**src/source/rv_core_defs.svh**
```systemverilog
// width, depth and reset constants for the core
`ifndef RV_CORE_DEFS_SVH
`define RV_CORE_DEFS_SVH

// RV64 data path
`define XLEN 64

// x0..x31
`define REG_AW 5

`define IMEM_AW 6 // 64 instruction words
`define DMEM_AW 5 // 32 doublewords

// first fetch address after reset
`define RESET_PC 64'h0

`endif

```
**src/source/rv_core_pkg.sv**
```systemverilog
// enums for opcodes, ALU operation, branch kind, memory operation and ALU B source
`default_nettype none
`include "rv_core_defs.svh"

package rv_core_pkg;

  typedef enum logic [6:0] {
    OPC_LOAD      = 7'b0000011,
    OPC_OP_IMM    = 7'b0010011,
    OPC_AUIPC     = 7'b0010111,
    OPC_OP_IMM_32 = 7'b0011011,
    OPC_STORE     = 7'b0100011,
    OPC_OP        = 7'b0110011,
    OPC_LUI       = 7'b0110111,
    OPC_OP_32     = 7'b0111011,
    OPC_BRANCH    = 7'b1100011,
    OPC_JALR      = 7'b1100111,
    OPC_JAL       = 7'b1101111,
    OPC_SYSTEM    = 7'b1110011
  } opcode_e;

  typedef enum logic [3:0] {
    ALU_ADD    = 4'b0000,
    ALU_COPYB  = 4'b0011, // pass operand b through for lui
    ALU_SUB    = 4'b1000,
    ALU_ADDW   = 4'b1001, // add then sign-extend low word
    ALU_SLTU   = 4'b1010,
    ALU_EBREAK = 4'b1110,
    ALU_NOP    = 4'b1111
  } alu_op_e;

  typedef enum logic [2:0] {
    BR_NONE = 3'b000,
    BR_JAL  = 3'b001,
    BR_JALR = 3'b010,
    BR_BEQ  = 3'b100,
    BR_BNE  = 3'b101
  } branch_e;

  typedef enum logic [2:0] {
    MEM_W    = 3'b100, // signed word
    MEM_D    = 3'b110,
    MEM_NONE = 3'b111
  } mem_op_e;

  typedef enum logic [1:0] {
    BSRC_RS2  = 2'b00,
    BSRC_IMM  = 2'b01,
    BSRC_FOUR = 2'b10 // return address pc+4
  } bsrc_e;

endpackage

`default_nettype wire

```
**src/source/rv_idu.sv**
```systemverilog
// instruction decoder for register fields, immediate and control enums
`timescale 1ns/1ps
`default_nettype none
`include "rv_core_defs.svh"

module rv_idu (
  input  logic [31:0]            i_inst,
  output logic [`XLEN-1:0]       o_imm,
  output logic [`REG_AW-1:0]     o_ra,
  output logic [`REG_AW-1:0]     o_rb,
  output logic [`REG_AW-1:0]     o_rd,
  output rv_core_pkg::branch_e   o_branch,
  output logic                   o_reg_wr,
  output logic                   o_alu_asrc,
  output rv_core_pkg::bsrc_e     o_alu_bsrc,
  output rv_core_pkg::alu_op_e   o_alu_op,
  output logic                   o_mem_to_reg,
  output logic                   o_mem_wr,
  output rv_core_pkg::mem_op_e   o_mem_op
);

  import rv_core_pkg::*;

  opcode_e          opcode;
  logic [2:0]       funct3;
  logic [6:0]       funct7;
  logic [`XLEN-1:0] imm_i, imm_u, imm_s, imm_b, imm_j;

  assign opcode = opcode_e'(i_inst[6:0]);
  assign funct3 = i_inst[14:12];
  assign funct7 = i_inst[31:25];
  assign o_ra   = i_inst[19:15];
  assign o_rb   = i_inst[24:20];
  assign o_rd   = i_inst[11:7];

  assign imm_i = {{(`XLEN-12){i_inst[31]}}, i_inst[31:20]};
  assign imm_u = {{(`XLEN-32){i_inst[31]}}, i_inst[31:12], 12'b0};
  assign imm_s = {{(`XLEN-12){i_inst[31]}}, i_inst[31:25], i_inst[11:7]};
  assign imm_b = {{(`XLEN-12){i_inst[31]}}, i_inst[7], i_inst[30:25], i_inst[11:8], 1'b0};
  assign imm_j = {{(`XLEN-20){i_inst[31]}}, i_inst[19:12], i_inst[20], i_inst[30:21], 1'b0};

  logic inst_lui, inst_auipc, inst_jal, inst_jalr, inst_beq, inst_bne;
  logic inst_lw, inst_sw, inst_sd, inst_addi, inst_sltiu, inst_addiw;
  logic inst_add, inst_sub, inst_addw, inst_ebreak;

  assign inst_lui    = (opcode == OPC_LUI);
  assign inst_auipc  = (opcode == OPC_AUIPC);
  assign inst_jal    = (opcode == OPC_JAL);
  assign inst_jalr   = (opcode == OPC_JALR) && (funct3 == 3'b000);
  assign inst_beq    = (opcode == OPC_BRANCH) && (funct3 == 3'b000);
  assign inst_bne    = (opcode == OPC_BRANCH) && (funct3 == 3'b001);
  assign inst_lw     = (opcode == OPC_LOAD) && (funct3 == 3'b010);
  assign inst_sw     = (opcode == OPC_STORE) && (funct3 == 3'b010);
  assign inst_sd     = (opcode == OPC_STORE) && (funct3 == 3'b011);
  assign inst_addi   = (opcode == OPC_OP_IMM) && (funct3 == 3'b000);
  assign inst_sltiu  = (opcode == OPC_OP_IMM) && (funct3 == 3'b011);
  assign inst_addiw  = (opcode == OPC_OP_IMM_32) && (funct3 == 3'b000);
  assign inst_add    = (opcode == OPC_OP) && (funct3 == 3'b000) && (funct7 == 7'b0000000);
  assign inst_sub    = (opcode == OPC_OP) && (funct3 == 3'b000) && (funct7 == 7'b0100000);
  assign inst_addw   = (opcode == OPC_OP_32) && (funct3 == 3'b000) && (funct7 == 7'b0000000);
  assign inst_ebreak = (opcode == OPC_SYSTEM) && (funct3 == 3'b000);

  // instruction formats
  logic type_r, type_i, type_u, type_s, type_b, type_j;
  assign type_r = inst_add | inst_sub | inst_addw;
  assign type_i = inst_lw | inst_addi | inst_sltiu | inst_addiw | inst_ebreak | inst_jalr;
  assign type_u = inst_lui | inst_auipc;
  assign type_s = inst_sw | inst_sd;
  assign type_b = inst_beq | inst_bne;
  assign type_j = inst_jal;

  always_comb begin
    if (type_i)      o_imm = imm_i;
    else if (type_u) o_imm = imm_u;
    else if (type_s) o_imm = imm_s;
    else if (type_b) o_imm = imm_b;
    else if (type_j) o_imm = imm_j;
    else             o_imm = '0; // r-type and unknown
  end

  assign o_reg_wr     = type_r | (type_i & ~inst_ebreak) | type_u | type_j; // ebreak has no rd
  assign o_alu_asrc   = inst_jal | inst_auipc | inst_jalr; // 1 selects pc
  assign o_mem_to_reg = inst_lw;
  assign o_mem_wr     = type_s;

  always_comb begin
    if (inst_jal | inst_jalr)           o_alu_bsrc = BSRC_FOUR;
    else if (type_i | type_u | type_s) o_alu_bsrc = BSRC_IMM;
    else                                o_alu_bsrc = BSRC_RS2;

    if (inst_lw | inst_sw) o_mem_op = MEM_W;
    else if (inst_sd)      o_mem_op = MEM_D;
    else                   o_mem_op = MEM_NONE;

    if (inst_lui)                                   o_alu_op = ALU_COPYB;
    else if (inst_auipc | inst_jal | inst_jalr | inst_lw |
             inst_sw | inst_sd | inst_addi | inst_add) o_alu_op = ALU_ADD;
    else if (inst_addiw | inst_addw)                o_alu_op = ALU_ADDW;
    else if (type_b | inst_sub)                     o_alu_op = ALU_SUB; // branches compare by difference
    else if (inst_sltiu)                            o_alu_op = ALU_SLTU;
    else if (inst_ebreak)                           o_alu_op = ALU_EBREAK;
    else                                            o_alu_op = ALU_NOP;

    if (inst_jal)       o_branch = BR_JAL;
    else if (inst_jalr) o_branch = BR_JALR;
    else if (inst_beq)  o_branch = BR_BEQ;
    else if (inst_bne)  o_branch = BR_BNE;
    else                o_branch = BR_NONE;
  end

endmodule

`default_nettype wire

```
**config.mk**
```make
export PLATFORM = sky130hd
export DESIGN_NAME = rv_idu
export DESIGN_NICKNAME = d
export VERILOG_FILES = /design/src/source/rv_core_pkg.sv /design/src/source/rv_idu.sv
export VERILOG_INCLUDE_DIRS = /design/src /design/src/source
export SDC_FILE = /design/constraint.sdc
export NUM_CORES = 1
export LEC_CHECK = 0
export BUFFER_PORTS_ARGS = -buffer_cell sky130_fd_sc_hd__buf_2
export CORE_MARGIN = 2
export CORE_UTILIZATION = 39
export DETAILED_ROUTE_END_ITERATION = 8
export PLACE_DENSITY_LB_ADDON = 0.3
export SYNTH_ARGS = -nofsm -noshare
export SYNTH_HDL_FRONTEND = slang
export SYNTH_SLANG_ARGS = --single-unit
```
**constraint.sdc**
```tcl
create_clock -name vclk -period 3.31
set_input_delay 0.662 -clock vclk [all_inputs]
set_output_delay 0.662 -clock vclk [all_outputs]
set_load 0.1 [all_outputs]
```
==> metrics.md, run 1 <==
| Metric | Value |
|---|---|
| Setup bufs post-CTS | `0` |
| Final ANT Viol Nets | `0` |
| Vias | `between 1500 and 2000` |
| CLK BUF | `0` |
| Crit Path Max Fanout | `12` |
| Core ar. | `about 3300 sq um` |
| Slew headroom | `0.491` |
| Clock power frac | `0` |
| Worst setup endpoint | `o_imm[42]` |
| Max Fclk | `between 0.3 and 0.4 GHz` |
| Detailed-route wire length | `roughly 6000 um` |
| Post-Synth XOR/XNOR Area | `0.0258` |
| Worst Path Required | `2.65 ns` |
| Vias per inst | `approximately 5.4` |
| Reg power frac | `0` |
| Die ar. | `roughly 3800 sq um` |
| Max_cap viols | `0` |
| Initial core utilization | `0.398` |
| Gate power share | `1.000` |
| Avg Cell Area, Syn | `approximately 6.3 sq um` |
| Worst Path Arrival | `roughly 2.6 ns` |
| Initial antenna violation count | `0` |
| DPL Wire Length | `5140 um` |
| Worst hold path class | `in -> out` |
| Worst Setup Start Kind | `primary input` |
| Antenna cells | `0` |
| Setup TNS | `0 ns` |
| DRT iter0 DRCs | `~160` |
| Detailed Routing Iterations Pass 1 | `5` |
| Layout fillers | `around 160` |
| Post-synth top area cell | `buf_4` |
| GP Congestion | `just over 0.9` |
| Type of the worst setup path | `in -> out` |
| Mapped Area | `between 1000 and 1500 sq um` |
| Crit-path cells | `buf_2, or3b_1, o22ai_1, and2_1, o41a_4, buf_12, buf_12` |
| Die width | `slightly above 60 um` |
| Tmin final | `3.24 ns` |
| CP Launch Point | `i_inst[4]` |
| Post-CTS Resized | `0` |
| Crit-path max cell delay | `0.43 ns` |
| GRT Residual Overflow | `0` |
| Post-synth cell types | `48` |
| Register area | `0 sq um` |
| Synth Area in Compound Gates | `0.233` |
| Synthesized net count | `~240` |
| NetSw | `approximately 0.24 mW` |
| Largest net degree at the start of global routing | `14` |
| Outcome | `finished, final reports clean` |
| CP Capture Type | `output pin` |
| Post-synthesis simple-gate area fraction | `0.412` |
| Pwr/cell area | `115 nW/um^2` |
| Top-area cell type share of the netlist area | `0.276` |
| Seq/Total Area, Yosys | `0` |
| Mux cell area share after synthesis | `0` |
| Share of layout cells above drive strength 1 | `0.582` |
| Global-route wire length before repair | `approximately 8300 um` |
| Final nets | `about 320` |
| Drt wl/cell | `approximately 18 um` |
| Synth Area in Adders | `0` |
| Row Count | `21` |
| Main combinational cell family by area after synthesis | `simple AND/OR/NAND/NOR gates` |
| Final period utilization | `0.977` |
| # DRC | `0` |
| Die Ht | `~62 um` |
| Fin worst setup slack | `0.0746 ns` |
| # IOs | `127` |
| Final Max Slew Viols | `0` |
| PortBufs | `between 100 and 150` |
| Worst-Margin Slew | `roughly 0.75 ns` |
| Final Hold Fails | `0` |
| Unrepaired setup endpoints after global routing | `no` |
| Mapped Cells | `a little over 200` |
| Ys Warns | `0` |
| Sw Share | `0.730` |
| VDD IR max | `between 0.1 and 0.15 mV` |
| Setup violators final | `0` |
| Seq cells | `0` |
| Top post-synthesis cells by area | `buf_4, nand2_1, nor2_1` |
| Area Growth Syn to Fin | `117%` |
| Pre-CTS setup slack | `between 0.1 and 0.15 ns` |
| GRT Total Usage | `0.290` |
| Leakage | `between 1 and 1.5 nW` |
| Internal Power | `~0.09 mW` |
| Vias in the first global route | `~1700` |
| Cell mode on critical path | `buf_12` |
| Slowest CP cell | `or3b_1` |
| Hold Buf Count CTS | `0` |
worst min path at each step:
stage,start,endpoint,depth (start not counted)
finish,i_inst[9],o_rd[2],2
global route,i_inst[17],o_ra[2],2
CTS,i_inst[9],o_rd[2],2
detailed placement,i_inst[9],o_rd[2],2
global placement,i_inst[9],o_rd[2],2
floorplan,i_inst[15],o_ra[0],1
kinds of logic after synthesis:
family / after synthesis
compound gates: 40
xor+xnor: 3
buf+inv: 61
other cells: 1
simple gates: 101
metrics by stage:
| step | total power, mW | cells | hold WS [ns] | util | area [sq um] |
|---|---|---|---|---|---|
| CTS | 0.327 | 333 | 1.71 | 0.865 | 2840 |
| floorplan | 0.243 | 206 | 1.54 | - | 1430 |
| global placement | 0.319 | 333 | 1.71 | 0.865 | 2840 |
| detailed placement | 0.326 | 333 | 1.71 | 0.865 | 2840 |
| global route | 0.338 | 333 | 1.72 | 0.866 | 2840 |
| finish | 0.328 | 333 | 1.71 | 0.866 | 2840 |
synth_stat cells, types with 2 or more instances:
| cell | number |
|---|---|
| a21boi_0 | 6 |
| a22o_1 | 5 |
| nand3_1 | 3 |
| o31ai_1 | 2 |
| and2_1 | 3 |
| nand2b_1 | 5 |
| nand3b_1 | 3 |
| a22oi_1 | 3 |
| o22ai_1 | 4 |
| inv_1 | 4 |
| or3b_1 | 2 |
| nor2b_1 | 4 |
| or3_4 | 2 |
| xnor2_1 | 2 |
| a21oi_1 | 5 |
| o21ai_0 | 6 |
| buf_4 | 48 |
| nor3_1 | 7 |
| nand2_1 | 43 |
| buf_2 | 6 |
| nor2_1 | 16 |
power groups by stage:
stage	clock network [mW]	logic, mW	registers (mW)
final	0	0.328	0
after global routing	0	0.338	0
after CTS	0	0.327	0
after detailed placement	0	0.326	0
after global placement	0	0.319	0
after floorplan	0	0.243	0
area by class of cell:
class | instances | area [sq um] | area share
tap | 46 | 57.6 | 0.0202
timing repair buffer | 138 | 1780 | 0.626
inverter | 4 | 18.8 | 0.00660
multi-input combinational | 145 | 987 | 0.347
critical path: cells and delay by family:
| family | cells | cell delay [ns] |
|---|---|---|
| AND/OR/NAND/NOR | 2 | 0.74 |
| buffers and inverters | 3 | 0.60 |
| AO/OA/AOI/OAI | 2 | 0.55 |
layer usage:
layer,GRT usage,vias to the layer above,part of all wire
met5,0,-,0
met4,0.0760,0,0.030
met1,0.317,819,0.34
met3,0.0766,16,0.090
li1,-,828,-
met2,0.549,129,0.54
layout by cell type, fill, tap and decap left out, types with 3 or more instances in the layout:
master | synthesis | final
nand3b_1 | 3 | 3
a21boi_2 | 0 | 6
a21oi_1 | 5 | 3
and2_1 | 3 | 3
a22oi_1 | 3 | 3
nor2_1 | 16 | 13
nor3_1 | 7 | 5
nand3_1 | 3 | 3
nor2b_1 | 4 | 4
a22o_1 | 5 | 5
nand2_1 | 43 | 43
buf_4 | 48 | 9
buf_2 | 6 | 58
buf_12 | 0 | 71
o21ai_0 | 6 | 4
o22ai_1 | 4 | 4
inv_1 | 4 | 3
nand2b_1 | 5 | 3
No activity file was read; power rests on OpenSTA's default activity.
==> run 2, diff against run 1 <==
--- a/config.mk
+++ b/config.mk
@@ -7,10 +7,13 @@
 export NUM_CORES = 1
 export LEC_CHECK = 0
 export BUFFER_PORTS_ARGS = -buffer_cell sky130_fd_sc_hd__buf_2
+export CELL_PAD_IN_SITES_DETAIL_PLACEMENT = 1
+export CELL_PAD_IN_SITES_GLOBAL_PLACEMENT = 1
 export CORE_MARGIN = 2
-export CORE_UTILIZATION = 39
+export CORE_UTILIZATION = 23
 export DETAILED_ROUTE_END_ITERATION = 8
 export PLACE_DENSITY_LB_ADDON = 0.3
+export REMOVE_ABC_BUFFERS = 1
 export SYNTH_ARGS = -nofsm -noshare
 export SYNTH_HDL_FRONTEND = slang
 export SYNTH_SLANG_ARGS = --single-unit
==> run 2 against run 1 <==
  * Die area rose by 65%
  * Final area fell by 0.70%
  * Critical path depth did not move
  * Flip-flop and latch count did not move
==> metrics.md, run 2 (synthesis results as in run 1) <==
| Metric | Value |
|---|---|
| Pwr/cell area | `115 nW/um^2 (about the same)` |
| NetSw | `0.238 mW (-0.33%)` |
| Crit-path cells | `buf_2, or3b_1, o22ai_1, and2_1, nor2_1, a21boi_0, buf_12` |
| Vias in the first global route | `1819 (+8.3%)` |
| Crit-path max cell delay | `0.42 ns (about the same)` |
| Slew headroom | `0.654 (+0.163)` |
| Initial antenna violation count | `0 (unchanged)` |
| Vias per inst | `4.93 (-8.3%)` |
| Share of layout cells above drive strength 1 | `0.527 (-0.0549)` |
| Final period utilization | `0.962 (-0.0153)` |
| Setup violators final | `0 (unchanged)` |
| Area Growth Syn to Fin | `116%` |
| Drt wl/cell | `17.9 um (-0.21%)` |
| Max Fclk | `0.314 GHz (+1.6%)` |
| Global-route wire length before repair | `9810 um (+18%)` |
| Commonest non-fill, non-tap cells in the layout | `buf_12, buf_2, nand2_1, buf_4, nor2_1` |
| CP Capture Type | `output pin` |
| Fin worst setup slack | `0.125 ns (+0.0505 ns)` |
| Final Max Slew Viols | `0 (unchanged)` |
| DPL Wire Length | `5620 um (+9.4%)` |
| Register area | `0 sq um (unchanged)` |
| Worst Path Required | `2.65 ns (about the same)` |
| Initial core utilization | `0.237 (-0.161)` |
| GP Congestion | `0.899 (-1.5%)` |
| Worst-Margin Slew | `0.512 ns (-0.241 ns)` |
| Final ANT Viol Nets | `0 (unchanged)` |
| Clock power frac | `0 (unchanged)` |
| Tmin final | `3.18 ns (-0.0505 ns)` |
| Hold Buf Count CTS | `0 (unchanged)` |
| Die ar. | `6300 sq um (+65%)` |
| Gate power share | `1.000 (about the same)` |
| Seq cells | `0 (unchanged)` |
| Type of the worst setup path | `in -> out` |
| Worst Setup Start Kind | `primary input` |
| Row Count | `27 (+29%)` |
| Internal Power | `0.0872 mW (-1.4%)` |
| Detailed-route wire length | `6590 um (+10%)` |
| Setup TNS | `0 ns (unchanged)` |
| Most common cell after layout, fill and taps aside | `buf_12` |
| Final nets | `330 (+2.8%)` |
| Die Ht | `79.4 um (+28%)` |
| Hold Slack | `1.71 ns (+0.00560 ns)` |
| Vias | `1816 (+1.3%)` |
| # IOs | `127 (unchanged)` |
| Final Hold Fails | `0 (unchanged)` |
| GRT Residual Overflow | `0 (unchanged)` |
| Sw Share | `0.732 (+0.00222)` |
| Max_cap viols | `0 (unchanged)` |
| Core ar. | `5510 sq um (+68%)` |
| Pre-CTS setup slack | `0.0823 ns (-0.0400 ns)` |
| Worst Path Arrival | `2.52 ns (-0.05 ns)` |
| PortBufs | `126 (unchanged)` |
| Largest net degree at the start of global routing | `24 (+10)` |
| Crit Path Max Fanout | `8 (-4)` |
| VDD IR max | `0.0497 mV (-52%)` |
| Outcome | `finished, final reports clean` |
| Antenna cells | `0 (unchanged)` |
| Detailed Routing Iterations Pass 1 | `4 (-1)` |
| Die width | `79.4 um (+28%)` |
| CLK BUF | `0 (unchanged)` |
| DRT iter0 DRCs | `31 (-81%)` |
| Worst hold path class | `in -> out` |
| # DRC | `0 (unchanged)` |
| Reg power frac | `0 (unchanged)` |
| Slowest CP cell | `or3b_1` |
| Leakage | `1.29 nW (+0.76%)` |
| Unrepaired setup endpoints after global routing | `no` |
| GRT Total Usage | `0.192 (-0.0983)` |
[run 2: cell count changes in the layout (fill, tap and decap cells not counted), sizes merged]
cell      delta
inv          +1
buf          +8
clkbuf       +1
clkinvlp     -1
[run 2: path summary, 6_finish.rpt]
kind	startpoint	endpoint	slack, ns	cells after the start
setup / recovery	i_inst[4]	o_imm[9]	0.13	7
hold / removal	i_inst[15]	o_ra[0]	1.71	2
[run 2: layout make-up]
type,count,area (sq um)
Fill cell,649,2680
Inverter,4,15.0
Multi-Input combinational cell,145,883
Tap cell,72,90.1
Timing Repair Buffer,147,1830
[run 2: power by group through the flow]
stage | Sequential, mW | Combinational [mW] | Clock (mW)
after floorplan | 0 | 0.130 | 0
after global placement | 0 | 0.317 | 0
after detailed placement | 0 | 0.323 | 0
after CTS | 0 | 0.324 | 0
after global routing | 0 | 0.336 | 0
final | 0 | 0.325 | 0
[run 2: worst max-delay path: cells and delay by family]
family          cells  cell delay, ns
compound gates      2            0.60
simple gates        3            0.86
buf+inv             2            0.38
[run 2: what timing repair did]
item,CTS,global route
gates resized for setup,0,4
hold endpoints to repair,0,0
endpoints found under the setup margin,0,36
buffers inserted,0,2
[run 2: routing by layer]
layer / up-vias / part of all wire / global-route usage
met4: 0 / 0.015 / 0.0328
met2: 83 / 0.53 / 0.371
met1: 880 / 0.40 / 0.222
li1: 845 / - / -
met3: 8 / 0.063 / 0.0305
met5: - / 0 / 0
[run 2: metrics by stage]
stage          cells   util  power, mW  area (sq um)
6_report         368  0.513      0.325          2820
5_1_grt          368  0.513      0.336          2820
4_1_cts          365  0.506      0.324          2790
3_5_place_dp     365  0.506      0.323          2790
3_3_place_gp     365  0.506      0.317          2790
2_1_floorplan    149      -      0.130           897
==> run 3, diff against run 2 <==
--- a/config.mk
+++ b/config.mk
@@ -6,9 +6,11 @@
 export SDC_FILE = /design/constraint.sdc
 export NUM_CORES = 1
 export LEC_CHECK = 0
+export ABC_AREA = 1
 export BUFFER_PORTS_ARGS = -buffer_cell sky130_fd_sc_hd__buf_2
 export CELL_PAD_IN_SITES_DETAIL_PLACEMENT = 1
 export CELL_PAD_IN_SITES_GLOBAL_PLACEMENT = 1
+export CORE_ASPECT_RATIO = 0.5
 export CORE_MARGIN = 2
 export CORE_UTILIZATION = 23
 export DETAILED_ROUTE_END_ITERATION = 8
==> run 3 against run 2 <==
  * First-iteration DRC count increased by 77%
  * Worst hold slack got worse by 0.0028 ns
  * Count of clock-buffer cells in the layout unchanged
  * Sequential share of layout area unchanged
  * Fmax increased by 2.3%
  * Synthesized cell count increased by 33%
  * Non-clock buffer count decreased by 14
  * Critical path depth increased by 5
  * Setup slack improved by 0.072 ns
  * Core utilization decreased by 10 points
==> metrics.md, run 3 <==
| Metric | Value |
|---|---|
| Antenna cells | `0 (unchanged)` |
| CLK BUF | `0 (unchanged)` |
| WHS Path Cells | `2 (unchanged)` |
| Crit Path Max Fanout | `16 (+8)` |
| Final Max Slew Viols | `0 (unchanged)` |
| Post-synth top area cell | `buf_4` |
| # IOs | `127 (unchanged)` |
| Seq cells | `0 (unchanged)` |
| Final instance area | `2440 sq um (-14%)` |
| Seq/Total Area, Yosys | `0 (unchanged)` |
| Fin worst setup slack | `0.197 ns (+0.0721 ns)` |
| Largest net degree at the start of global routing | `34 (+42%)` |
| Mapped Cells | `273 (+33%)` |
| Tmin final | `3.11 ns (-0.0721 ns)` |
| Most numerous cell in the Yosys netlist | `nor2_1` |
| Worst Path Arrival | `2.45 ns (-0.07 ns)` |
| Unrepaired setup endpoints after global routing | `yes` |
| Min-Delay Endpoint | `o_rd[1]` |
| Initial core utilization | `0.235 (-0.00272)` |
| Final Hold Fails | `0 (unchanged)` |
| Max Fclk | `0.321 GHz (+2.3%)` |
| Final nets | `389 (+18%)` |
| Ys Warns | `0 (unchanged)` |
| Setup violators final | `0 (unchanged)` |
| Outcome | `finished, final reports clean` |
| Mapped Area | `1400 sq um (+7.4%)` |
| VDD IR max | `0.0332 mV (-33%)` |
| Commonest cells in the netlist | `nor2_1, nand2_1, buf_4` |
| Vias in the first global route | `1921 (+5.6%)` |
| Area Growth Syn to Fin | `73.9%` |
| Max_cap viols | `0 (unchanged)` |
| Leakage | `1.43 nW (+11%)` |
| Hold Slack | `1.71 ns (-0.00279 ns)` |
| DRT iter0 DRCs | `55 (+77%)` |
| PortBufs | `126 (unchanged)` |
| Most common cell after layout, fill and taps aside | `buf_2` |
| Top-area cell type share of the netlist area | `0.262 (-0.0136)` |
| Drt wl/cell | `14.1 um (-21%)` |
| Final ANT Viol Nets | `0 (unchanged)` |
| Global-route wire length before repair | `9770 um (-0.42%)` |
| Post-CTS Resized | `0 (unchanged)` |
| Cell Area, Placed | `2410 sq um (-13%)` |
| Die width | `114 um (+44%)` |
| CP Launch Point | `i_inst[3]` |
| Core ar. | `5980 sq um (+8.6%)` |
| CP Capture Type | `output pin` |
| GP Congestion | `0.828 (-7.9%)` |
| # DRC | `0 (unchanged)` |
| Register area | `0 sq um (unchanged)` |
| Worst hold path class | `in -> out` |
| GRT Residual Overflow | `0 (unchanged)` |
| Layout fillers | `791 (+22%)` |
| Hold wc startpoint | `i_inst[8]` |
| Final period utilization | `0.940 (-0.0218)` |
| Non-Filler Instances | `432 (+17%)` |
| Pre-CTS setup slack | `0.167 ns (+0.0844 ns)` |
| Post-synth cell types | `22 (-54%)` |
| Worst Setup Start Kind | `primary input` |
| Fin util | `0.408 (-0.104)` |
| Detailed Routing Iterations Pass 1 | `4 (unchanged)` |
| Pwr/cell area | `124 nW/um^2 (+7.2%)` |
| DPL Wire Length | `5400 um (-4.0%)` |
| Vias per inst | `4.42 (-10%)` |
| Top post-synthesis cells by area | `buf_4, nor2_1, nand2_1` |
| Share of layout cells above drive strength 1 | `0.445 (-0.0820)` |
| GRT Total Usage | `0.176 (-0.0159)` |
| Commonest non-fill, non-tap cells in the layout | `buf_2, nor2_1, nand2_1, buf_12, nand3_1` |
| Avg Cell Area, Syn | `5.14 sq um (-19%)` |
| Row Count | `20 (-26%)` |
| DP Cell Count | `431 (+18%)` |
| Vias | `1908 (+5.1%)` |
| Die ar. | `6780 sq um (+7.6%)` |
| Initial antenna violation count | `0 (unchanged)` |
| Die Ht | `59.2 um (-25%)` |
| Worst Path Required | `2.65 ns (about the same)` |
| Detailed-route wire length | `6100 um (-7.5%)` |
| Type of the worst setup path | `in -> out` |
| Hold Buf Count CTS | `0 (unchanged)` |
| Setup bufs post-CTS | `0 (unchanged)` |
-- run 3: cell types whose count changed after synthesis, sizes merged, moves of 6 or more --
cell	previous run	this run
nor2	16	69
nand2	43	55
nand3	3	36
a21boi	6	0
nor3	7	1
inv	4	37
-- run 3: through the flow --
| stage | power [mW] | TNS, ns |
|---|---|---|
| 3_5_place_dp | 0.301 | 0 |
| 5_1_grt | 0.314 | -0.554 |
| 6_report | 0.302 | 0 |
| 3_3_place_gp | 0.297 | 0 |
| 4_1_cts | 0.302 | 0 |
| 2_1_floorplan | 0.137 | -647.46 |
-- run 3: kinds of logic after synthesis --
family | count (synthesis) | share of synthesized area
AND/OR/NAND/NOR | 164 | 0.530
buffers and inverters | 89 | 0.380
AO/OA/AOI/OAI | 19 | 0.0873
other | 1 | 0.00267
-- run 3: layout make-up --
type | instances | area (sq um) | share of cell area
well taps | 77 | 96.3 | 0.0395
repair buffers | 133 | 1330 | 0.545
inverters | 38 | 143 | 0.0584
multi-input cells | 184 | 871 | 0.357
-- run 3: how the worst max path moves through the flow --
stage,endpoint,slack [ns],cells past startpoint
final,o_imm[34],0.20,12
after global routing,o_imm[58],-0.03,12
after CTS,o_imm[60],0.16,12
after detailed placement,o_imm[60],0.17,12
after global placement,o_imm[49],0.24,10
after floorplan,o_imm[31],-19.33,9
-- run 3: metal layers --
layer,track usage,routed length (um),share of wire
met3,0.00307,188,0.031
met2,0.347,3220,0.53
met1,0.229,2650,0.43
met5,0,0,0
met4,0.0105,35,0.0057
-- run 3: critical path: stages --
cell	delay [ns]
buf_2	0.12
inv_1	0.10
nand2_1	0.10
nor2_4	0.22
nand2_1	0.10
nor2_1	0.13
nor2_2	0.08
nand2_4	0.12
nand2_4	0.10
nand2_1	0.18
buf_8	0.29
buf_12	0.21
-- run 3: report_power, final --
| group | switching [mW] | total [mW] | internal, mW | leakage [nW] |
|---|---|---|---|---|
| clock network | 0 | 0 | 0 | 0 |
| logic | 0.237 | 0.302 | 0.0646 | 1.43 |
| registers | 0 | 0 | 0 | 0 |
| total | 0.237 | 0.302 | 0.0646 | 1.43 |
